### src/source/btc_dec_macros.svh
`ifndef BTC_DEC_MACROS_SVH
`define BTC_DEC_MACROS_SVH

// ----------------------------------------
// soft value widths of the lane
// ----------------------------------------

// channel LLR
`define BTC_LLR_W     4
// extrinsic value
`define BTC_EXTR_W    5
// unsigned scale, units of 1/8
`define BTC_ALPHA_W   4
// LLR + alpha * extrinsic, saturated
`define BTC_METRIC_W  7

// ----------------------------------------
// sizes
// ----------------------------------------

// default line length
`define BTC_DEC_NUM   8
// metric magnitude
`define BTC_MAG_W     6

`endif

### src/source/btc_dec_pkg.sv
`include "btc_dec_macros.svh"

package btc_dec_pkg;

  // ----------------------------------------
  // frame strobes, travel with every sample
  // ----------------------------------------

  typedef struct packed {
    // start of frame
    logic sof;
    // start of codeword
    logic sop;
    // end of codeword
    logic eop;
    // end of frame
    logic eof;
    // shortened position, excluded from decoding
    logic mask;
  } strb_t;

  // ----------------------------------------
  // soft values
  // ----------------------------------------

  typedef logic signed [`BTC_LLR_W-1:0]    llr_t;
  typedef logic signed [`BTC_EXTR_W-1:0]   extr_t;
  typedef logic        [`BTC_ALPHA_W-1:0]  alpha_t;
  typedef logic signed [`BTC_METRIC_W-1:0] metric_t;
  typedef logic        [`BTC_MAG_W-1:0]    mag_t;

endpackage

### src/source/btc_dec_comp_code_source.sv
`include "btc_dec_macros.svh"

// row mode serializes a whole line lsb first
// column mode registers a single indexed value
module btc_dec_comp_code_source #(
  parameter int pDEC_NUM = `BTC_DEC_NUM,
  parameter int pDEC_IDX = 0
) (
  input  logic                iclk,
  input  logic                ireset,
  input  logic                iclkena,
  input  logic                irow_mode,
  input  logic                ival,
  input  btc_dec_pkg::strb_t  istrb,
  input  btc_dec_pkg::llr_t   iLLR   [pDEC_NUM],
  input  btc_dec_pkg::extr_t  iLextr [pDEC_NUM],
  input  btc_dec_pkg::alpha_t ialpha,
  output logic                oval,
  output btc_dec_pkg::strb_t  ostrb,
  output btc_dec_pkg::llr_t   oLLR,
  output btc_dec_pkg::extr_t  oLextr,
  output btc_dec_pkg::alpha_t oalpha
);

  localparam int cW = $clog2(pDEC_NUM);

  // top bit is the busy and valid flag, low bits the sample index
  logic [cW:0]         val_cnt;
  // sample index of the current output
  logic [cW-1:0]       idx;
  // strobes of the line being serialized
  btc_dec_pkg::strb_t  strb;
  btc_dec_pkg::alpha_t alpha_r;

  btc_dec_pkg::llr_t   llr_line   [pDEC_NUM];
  btc_dec_pkg::extr_t  lextr_line [pDEC_NUM];

  // ----------------------------------------
  // valid generator
  // ----------------------------------------

  always_ff @(posedge iclk or posedge ireset) begin
    if (ireset) begin
      val_cnt <= '0;
    end else if (iclkena) begin
      if (ival && irow_mode) begin
        // N pulses, index 0 first
        val_cnt <= (cW + 1)'(pDEC_NUM);
      end else if (ival) begin
        // all ones wraps to zero after one pulse
        val_cnt <= '1;
      end else begin
        val_cnt <= val_cnt + val_cnt[cW];
      end
    end
  end

  assign oval = val_cnt[cW];
  assign idx  = val_cnt[cW-1:0];

  // ----------------------------------------
  // strobe regeneration
  // ----------------------------------------

  always_ff @(posedge iclk) begin
    if (iclkena) begin
      if (ival) begin
        strb <= istrb;
      end
      if (irow_mode) begin
        // whole line becomes one serial packet
        ostrb.sof  <= istrb.sof & ival;
        ostrb.sop  <= istrb.sop & ival;
        // set on the sample after index N-2, the last one
        ostrb.eop  <= strb.eop & oval & (idx == cW'(pDEC_NUM - 2));
        ostrb.eof  <= strb.eof & oval & (idx == cW'(pDEC_NUM - 2));
        // first sample must see the new line's mask
        ostrb.mask <= ival ? istrb.mask : strb.mask;
      end else begin
        ostrb <= istrb;
      end
    end
  end

  // ----------------------------------------
  // line shift registers, lsb first
  // ----------------------------------------

  always_ff @(posedge iclk) begin
    if (iclkena) begin
      if (ival) begin
        alpha_r <= ialpha;
      end
      if (irow_mode) begin
        if (ival) begin
          llr_line   <= iLLR;
          lextr_line <= iLextr;
        end else begin
          for (int i = 0; i < pDEC_NUM - 1; i++) begin
            llr_line[i]   <= llr_line[i+1];
            lextr_line[i] <= lextr_line[i+1];
          end
        end
      end else if (ival) begin
        // column mode, only the selected position
        llr_line[0]   <= iLLR[pDEC_IDX];
        lextr_line[0] <= iLextr[pDEC_IDX];
      end
    end
  end

  assign oLLR   = llr_line[0];
  assign oLextr = lextr_line[0];
  assign oalpha = alpha_r;

  // ----------------------------------------
  // checks
  // ----------------------------------------

  // no new line while the previous one is still shifting out
  a_no_ival_busy : assert property (
    @(posedge iclk) disable iff (ireset)
    (iclkena && ival && irow_mode) |-> !val_cnt[cW]
  );

endmodule

### src/source/btc_dec_metric_combiner.sv
`include "btc_dec_macros.svh"

// metric = sat(LLR + (alpha * Lextr) >>> 3)
module btc_dec_metric_combiner (
  input  logic                 iclk,
  input  logic                 ireset,
  input  logic                 iclkena,
  input  logic                 ival,
  input  btc_dec_pkg::strb_t   istrb,
  input  btc_dec_pkg::llr_t    iLLR,
  input  btc_dec_pkg::extr_t   iLextr,
  input  btc_dec_pkg::alpha_t  ialpha,
  output logic                 oval,
  output btc_dec_pkg::strb_t   ostrb,
  output btc_dec_pkg::metric_t ometric
);

  // product of signed extrinsic and zero extended alpha
  localparam int cPROD_W = `BTC_EXTR_W + `BTC_ALPHA_W + 1;
  localparam int cSUM_W  = cPROD_W + 1;
  // symmetric saturation bound
  localparam int cMAX    = 2**(`BTC_METRIC_W - 1) - 1;

  logic signed [cPROD_W-1:0] prod;
  logic signed [cPROD_W-1:0] scaled;
  logic signed [cSUM_W-1:0]  sum;
  btc_dec_pkg::metric_t      metric;

  // ----------------------------------------
  // scale, add, saturate
  // ----------------------------------------

  always_comb begin
    prod   = iLextr * $signed({1'b0, ialpha});
    // alpha is in 1/8 units, floor division
    scaled = prod >>> 3;
    sum    = scaled + iLLR;
    if (sum > cMAX) begin
      metric = btc_dec_pkg::metric_t'(cMAX);
    end else if (sum < -cMAX) begin
      metric = btc_dec_pkg::metric_t'(-cMAX);
    end else begin
      metric = btc_dec_pkg::metric_t'(sum);
    end
  end

  // ----------------------------------------
  // output stage
  // ----------------------------------------

  always_ff @(posedge iclk or posedge ireset) begin
    if (ireset) begin
      oval <= 1'b0;
    end else if (iclkena) begin
      oval <= ival;
    end
  end

  // strobes delayed alongside the metric
  always_ff @(posedge iclk) begin
    if (iclkena) begin
      ostrb   <= istrb;
      ometric <= metric;
    end
  end

endmodule

### src/source/btc_dec_spc_decoder.sv
`include "btc_dec_macros.svh"

// single parity check decoder front end
// per codeword: hard bits, syndrome, two minima and index of the first
module btc_dec_spc_decoder #(
  parameter int pDEC_NUM = `BTC_DEC_NUM
) (
  input  logic                          iclk,
  input  logic                          ireset,
  input  logic                          iclkena,
  input  logic                          ival,
  input  btc_dec_pkg::strb_t            istrb,
  input  btc_dec_pkg::metric_t          imetric,
  output logic                          oval,
  output logic                          osof,
  output logic                          oeof,
  output logic [pDEC_NUM-1:0]           ohard,
  output logic                          osyndrome,
  output btc_dec_pkg::mag_t             omin1,
  output btc_dec_pkg::mag_t             omin2,
  output logic [$clog2(pDEC_NUM)-1:0]   omin_idx
);

  localparam int cW       = $clog2(pDEC_NUM);
  localparam int cMAG_MAX = 2**`BTC_MAG_W - 1;

  // position counter, extra bit catches overlong codewords
  logic [cW:0]                 cnt;
  logic [cW:0]                 pos;
  logic                        in_pkt;

  // accumulators of the running codeword
  logic [pDEC_NUM-1:0]         hard_acc;
  logic                        par_acc;
  btc_dec_pkg::mag_t           min1_acc;
  btc_dec_pkg::mag_t           min2_acc;
  logic [cW-1:0]               idx_acc;
  logic                        sof_acc;

  // values after the current sample
  logic [pDEC_NUM-1:0]         hard_nxt;
  logic                        par_nxt;
  btc_dec_pkg::mag_t           min1_nxt;
  btc_dec_pkg::mag_t           min2_nxt;
  logic [cW-1:0]               idx_nxt;
  logic                        sof_nxt;

  logic                        neg;
  logic [`BTC_METRIC_W-1:0]    abs_val;
  btc_dec_pkg::mag_t           mag;

  // ----------------------------------------
  // sample update
  // ----------------------------------------

  always_comb begin
    neg     = imetric[`BTC_METRIC_W-1];
    abs_val = neg ? -imetric : imetric;
    // -64 has no 6 bit magnitude
    mag     = (abs_val > cMAG_MAX) ? '1 : btc_dec_pkg::mag_t'(abs_val);
    pos     = istrb.sop ? '0 : cnt;
    if (istrb.sop) begin
      // fresh codeword
      hard_nxt = '0;
      par_nxt  = 1'b0;
      min1_nxt = btc_dec_pkg::mag_t'(cMAG_MAX);
      min2_nxt = btc_dec_pkg::mag_t'(cMAG_MAX);
      idx_nxt  = '0;
      sof_nxt  = istrb.sof;
    end else begin
      hard_nxt = hard_acc;
      par_nxt  = par_acc;
      min1_nxt = min1_acc;
      min2_nxt = min2_acc;
      idx_nxt  = idx_acc;
      sof_nxt  = sof_acc | istrb.sof;
    end
    // shortened positions leave everything untouched
    if (!istrb.mask) begin
      hard_nxt[pos[cW-1:0]] = neg;
      par_nxt = par_nxt ^ neg;
      // strict compare, earlier position wins a tie
      if (mag < min1_nxt) begin
        min2_nxt = min1_nxt;
        min1_nxt = mag;
        idx_nxt  = pos[cW-1:0];
      end else if (mag < min2_nxt) begin
        min2_nxt = mag;
      end
    end
  end

  // ----------------------------------------
  // control
  // ----------------------------------------

  always_ff @(posedge iclk or posedge ireset) begin
    if (ireset) begin
      cnt    <= '0;
      in_pkt <= 1'b0;
      oval   <= 1'b0;
    end else if (iclkena) begin
      oval <= ival & istrb.eop;
      if (ival) begin
        cnt    <= pos + 1'b1;
        in_pkt <= ~istrb.eop;
      end
    end
  end

  // ----------------------------------------
  // accumulators and result registers
  // ----------------------------------------

  always_ff @(posedge iclk) begin
    if (iclkena && ival) begin
      hard_acc <= hard_nxt;
      par_acc  <= par_nxt;
      min1_acc <= min1_nxt;
      min2_acc <= min2_nxt;
      idx_acc  <= idx_nxt;
      sof_acc  <= sof_nxt;
      // result of the closing sample
      if (istrb.eop) begin
        ohard     <= hard_nxt;
        osyndrome <= par_nxt;
        omin1     <= min1_nxt;
        omin2     <= min2_nxt;
        omin_idx  <= idx_nxt;
        osof      <= sof_nxt;
        oeof      <= istrb.eof;
      end
    end
  end

  // ----------------------------------------
  // checks
  // ----------------------------------------

  // a continuation sample needs an open codeword
  a_sop_first : assert property (
    @(posedge iclk) disable iff (ireset)
    (iclkena && ival && !istrb.sop) |-> in_pkt
  );

  // codeword never longer than the line
  a_pos_range : assert property (
    @(posedge iclk) disable iff (ireset)
    (iclkena && ival) |-> (pos < pDEC_NUM)
  );

endmodule

### src/source/btc_dec_comp_unit.sv
`include "btc_dec_macros.svh"

// one component code lane: source, combiner, SPC decoder
module btc_dec_comp_unit #(
  parameter int pDEC_NUM = `BTC_DEC_NUM,
  parameter int pDEC_IDX = 0
) (
  input  logic                          iclk,
  input  logic                          ireset,
  input  logic                          iclkena,
  input  logic                          irow_mode,
  input  logic                          ival,
  input  btc_dec_pkg::strb_t            istrb,
  input  btc_dec_pkg::llr_t             iLLR   [pDEC_NUM],
  input  btc_dec_pkg::extr_t            iLextr [pDEC_NUM],
  input  btc_dec_pkg::alpha_t           ialpha,
  output logic                          oval,
  output logic                          osof,
  output logic                          oeof,
  output logic [pDEC_NUM-1:0]           ohard,
  output logic                          osyndrome,
  output btc_dec_pkg::mag_t             omin1,
  output btc_dec_pkg::mag_t             omin2,
  output logic [$clog2(pDEC_NUM)-1:0]   omin_idx
);

  // ----------------------------------------
  // source to combiner
  // ----------------------------------------

  logic                 src_val;
  btc_dec_pkg::strb_t   src_strb;
  btc_dec_pkg::llr_t    src_llr;
  btc_dec_pkg::extr_t   src_lextr;
  btc_dec_pkg::alpha_t  src_alpha;

  // combiner to decoder
  logic                 cmb_val;
  btc_dec_pkg::strb_t   cmb_strb;
  btc_dec_pkg::metric_t cmb_metric;

  btc_dec_comp_code_source #(
    .pDEC_NUM (pDEC_NUM),
    .pDEC_IDX (pDEC_IDX)
  ) u_source (
    .iclk      (iclk),
    .ireset    (ireset),
    .iclkena   (iclkena),
    .irow_mode (irow_mode),
    .ival      (ival),
    .istrb     (istrb),
    .iLLR      (iLLR),
    .iLextr    (iLextr),
    .ialpha    (ialpha),
    .oval      (src_val),
    .ostrb     (src_strb),
    .oLLR      (src_llr),
    .oLextr    (src_lextr),
    .oalpha    (src_alpha)
  );

  btc_dec_metric_combiner u_combiner (
    .iclk    (iclk),
    .ireset  (ireset),
    .iclkena (iclkena),
    .ival    (src_val),
    .istrb   (src_strb),
    .iLLR    (src_llr),
    .iLextr  (src_lextr),
    .ialpha  (src_alpha),
    .oval    (cmb_val),
    .ostrb   (cmb_strb),
    .ometric (cmb_metric)
  );

  btc_dec_spc_decoder #(
    .pDEC_NUM (pDEC_NUM)
  ) u_decoder (
    .iclk      (iclk),
    .ireset    (ireset),
    .iclkena   (iclkena),
    .ival      (cmb_val),
    .istrb     (cmb_strb),
    .imetric   (cmb_metric),
    .oval      (oval),
    .osof      (osof),
    .oeof      (oeof),
    .ohard     (ohard),
    .osyndrome (osyndrome),
    .omin1     (omin1),
    .omin2     (omin2),
    .omin_idx  (omin_idx)
  );

endmodule

### config.mk
export PLATFORM = sky130hd
export DESIGN_NAME = btc_dec_comp_unit
export DESIGN_NICKNAME = d
export VERILOG_FILES = /design/src/source/btc_dec_pkg.sv /design/src/source/btc_dec_comp_code_source.sv /design/src/source/btc_dec_metric_combiner.sv /design/src/source/btc_dec_spc_decoder.sv /design/src/source/btc_dec_comp_unit.sv
export VERILOG_INCLUDE_DIRS = /design/src /design/src/source
export SDC_FILE = /design/constraint.sdc
export NUM_CORES = 1
export LEC_CHECK = 0
export ABC_AREA = 1
export BUFFER_PORTS_ARGS = -buffer_cell sky130_fd_sc_hd__clkbuf_2
export CAP_MARGIN = 20
export CORE_MARGIN = 5
export CORE_UTILIZATION = 58
export DETAILED_ROUTE_END_ITERATION = 8
export PLACE_DENSITY = 0.86
export REMOVE_ABC_BUFFERS = 1
export SYNTH_ARGS = -nofsm -noshare
export SYNTH_HDL_FRONTEND = slang
export SYNTH_SLANG_ARGS = --single-unit
### constraint.sdc
create_clock -name iclk -period 4.85 [get_ports iclk]
set_input_delay 0.485 -clock iclk [delete_from_list [all_inputs] [get_ports iclk]]
set_output_delay 0.485 -clock iclk [all_outputs]
set_load 0.03 [all_outputs]
==> summary.md <==
| Metric | Value |
|---|---|
| Cell area power density | `512.0 mW/mm^2` |
| Total CTS buffers | `17` |
| RD Place Congestion | `approximately 0.84` |
| Synth Cell Area | `between 0.007 and 0.008 mm^2` |
| Syn Area/Cell | `~10 um^2` |
| I/O Buffers | `between 100 and 150` |
| CTS tree | `done` |
| Share of cells above drive strength 1 | `19.22%` |
| Smallest hold slack | `approximately 0.023 ns` |
| Setup WS pre-CTS | `roughly 0.42 ns` |
| Hpwl dp | `10910 um` |
| Max-cap violation count | `0` |
| Total number of vias | `around 5700` |
| Initial core utilization | `59.51%` |
| Leak Pwr | `approximately 4.4 nW` |
| Bufs on Longest Clock Path | `2` |
| Crit path max fanout | `5` |
| Delay of the slowest critical-path stage | `slightly above 0.5 ns` |
| Int Power | `~3.1 mW` |
| First-pass iteration count of the detailed router | `5` |
| Total Power Consumption | `4.760 mW` |
| Fin area | `between 0.009 and 0.01 mm^2` |
| H-Tree Level Count | `4` |
| Outcome | `finished, final reports clean` |
| Antenna Nets Post-Route | `0` |
| Final WS setup | `~0.38 ns` |
| Total net switching power | `1.670 mW` |
| WS Path Type | `reg -> reg` |
| Diode count | `0` |
| Post-CTS setup buffers | `0` |
| GRT overflow | `0` |
| CP Capture Type | `register` |
| DRT iter0 DRCs | `approximately 540` |
| GRT Overall Usage | `between 20% and 30%` |
| Clock power frac | `about 27%` |
| Warnings from Yosys | `0` |
| Seq cells post-synth | `between 150 and 200` |
| DR DRC count | `0` |
| Cts repair resizes | `0` |
| Fin crit period | `4.474 ns` |
| Post-DP Area | `roughly 0.0087 mm^2` |
| Die H | `between 100 and 150 um` |
| Worst hold path class | `in -> async` |
| CP cell instances | `nand2_1 > inv_1 > ha_1 > inv_1 > fa_1 > fa_1 > inv_1 > ha_1 > a21oi_1 > nand2_1 > xnor2_1 > inv_1 > ha_1 > a21oi_1 > nand2_1 > xnor2_1 > nand2_1 > nor2_1 > nand2_1 > nand2_1 > nand2_1 > nand2_1 > nand2_1` |
| Top-level I/O count | `about 110` |
| Worst EP arrival | `roughly 4.7 ns` |
| Final setup TNS | `0 ns` |
| Most frequent CP cell | `nand2_1` |
| Unrepaired setup endpoints after global routing | `false` |
| Sequential power share | `between 30 and 40%` |
| Clock sink count | `156` |
| Area of the core | `around 0.013 mm^2` |
| Die width | `127.0 um` |
| Latest clock arrival within the worst-skew pair | `roughly 0.42 ns` |
| Commonest non-fill, non-tap cells in the layout | `nand2_1 (299), edfxtp_1 (147), clkbuf_2 (112)` |
| Pins Over Slew Limit | `0` |
| Via-to-Cell Ratio | `around 5.2` |
| CP required | `between 5 and 6 ns` |
| Setup crit start kind | `register` |
| First-pass GRT wire length | `~26000 um` |
| Initial antenna violation count | `1` |
| Post-Route Utilization | `a little over two thirds` |
| Largest net degree at the start of global routing | `60` |
| CP max-delay cell | `fa_1` |
| Layout Skew | `between 0.006 and 0.007 ns` |
| WL/cell | `14.34 um` |
| Most common cell after layout, fill and taps aside | `nand2_1` |
| Gate power share | `34.5%` |
| Register area | `roughly 0.0046 mm^2` |
| Slew @ Worst Pin | `just over 0.9 ns` |
| Die area | `~0.016 mm^2` |
| Clk root buf | `clkbuf_16` |
| Vias in the first global route | `5761` |
| Area Overhead vs Synth | `17.01%` |
| Final Cycle Share | `92.25%` |
| Max frequency | `~0.22 GHz` |
| Fill count | `approximately 960` |
| Cells after DPL | `~1100` |
| Syn Inst Count | `around 800` |
| Register area share after synthesis | `between 50% and 60%` |
| VDD IR max | `0.0002617 V` |
| Setup violators final | `0` |
| Site row count | `between 40 and 50` |
| Final Instance Count excl. Fillers | `1097` |
| Switch share | `about a third` |
| Clock transition at path regs | `0.06 ns` |
| Hold buffers post-CTS | `0` |
| Final Hold Viols | `0` |
| Nets | `1044` |
| Netlist cell types | `36` |
| Area of the multi-input gates | `0.002899 mm^2` |
| Relative slew slack | `between 30% and 40%` |
| Total wire length | `approximately 16000 um` |
[area by class of cell]
| cell class | instances | area share (%) |
|---|---|---|
| clock buffer | 18 | 4.617 |
| clock inverter | 14 | 1.548 |
| inverter | 86 | 3.500 |
| multi-input combinational | 529 | 31.19 |
| sequential | 156 | 49.91 |
| tap | 176 | 2.369 |
| timing repair buffer | 118 | 6.865 |
[synthesized netlist by cell type (all sizes together)]
cell type | instances | share of area (%)
dfrtp | 9 | 2.8
nand4 | 2 | 0.16
ha | 38 | 6.0
nand3 | 51 | 3.4
o211ai | 2 | 0.19
inv | 85 | 4.0
buf | 5 | 0.38
nor2 | 36 | 1.9
a31oi | 1 | 0.079
nor3 | 6 | 0.38
nand2 | 310 | 15
nand3b | 2 | 0.19
clkinv | 1 | 0.047
clkbuf | 14 | 0.66
a22oi | 3 | 0.28
o21a | 1 | 0.095
a21oi | 14 | 0.88
o21ai | 27 | 2.0
a21o | 3 | 0.28
edfxtp | 147 | 56
xor2 | 11 | 1.2
fa | 12 | 3.0
xnor2 | 7 | 0.77
a211oi | 2 | 0.41
or2 | 1 | 0.079
[power groups by stage]
| stage | Clock, mW | Combinational [mW] | Sequential [mW] |
|---|---|---|---|
| after global placement | 0 | 1.53 | 1.85 |
| after CTS | 1.29 | 1.63 | 1.83 |
| after floorplan | 0 | 1.21 | 1.89 |
| after global routing | 1.36 | 1.88 | 1.85 |
| after detailed placement | 0 | 1.60 | 1.86 |
| final | 1.28 | 1.64 | 1.83 |
[logic make-up (layout without fill, tap and decap cells)]
family | Yosys count | count (layout) | share of synthesized area (%)
AND/OR/NAND/NOR | 408 | 408 | 21.22
flip-flops | 156 | 156 | 58.40
buffers and inverters | 105 | 236 | 5.135
AO/OA/AOI/OAI | 53 | 53 | 4.253
adder cells (fa/ha/maj) | 50 | 50 | 9.009
XOR/XNOR | 18 | 18 | 1.985
[worst max-delay path: cells and delay by family (launching register included)]
kind	cells	cell delay [ns]
DFF	1	0.44
buffers and inverters	4	0.20
xor gates and xnor gates	2	0.36
adders and majority gates	5	1.95
AOI/OAI and AO/OA	2	0.33
and+or+nand+nor	10	0.93
[worst paths after layout]
path	from	end	slack [ns]	cells past startpoint
min in group iclk	iLLR[2]	u_source.llr_line[2]	0.24	1
min	ireset	u_decoder.cnt[1]	0.02	2
min reg2reg	u_source.ostrb[3]	u_combiner.ostrb[3]	0.42	0
max reg2reg	u_source.oalpha[2]	u_combiner.ometric[2]	0.38	23
max in group asynchronous	ireset	u_decoder.oval	4.57	2
max	u_source.oalpha[2]	u_combiner.ometric[2]	0.38	23
[registers in the layout (all words and copies together) (netlist names), 6 cells and up]
signal	count
u_decoder.omin2	6
u_combiner.ometric	7
u_decoder.hard_acc	8
u_decoder.min1_acc	6
u_decoder.omin1	6
u_source.llr_line	28
u_source.lextr_line	35
u_decoder.ohard	8
u_decoder.min2_acc	6
[layer usage]
layer  up-vias  part of all wire [%]  GRT usage [%]
li1       2842                     -              -
met4         2                   2.1          7.382
met1      2644                    40          23.88
met2       163                    53          36.18
met3        34                   5.2          5.342
met5         -                 0.083              0
No activity file was read; power rests on OpenSTA's default activity.
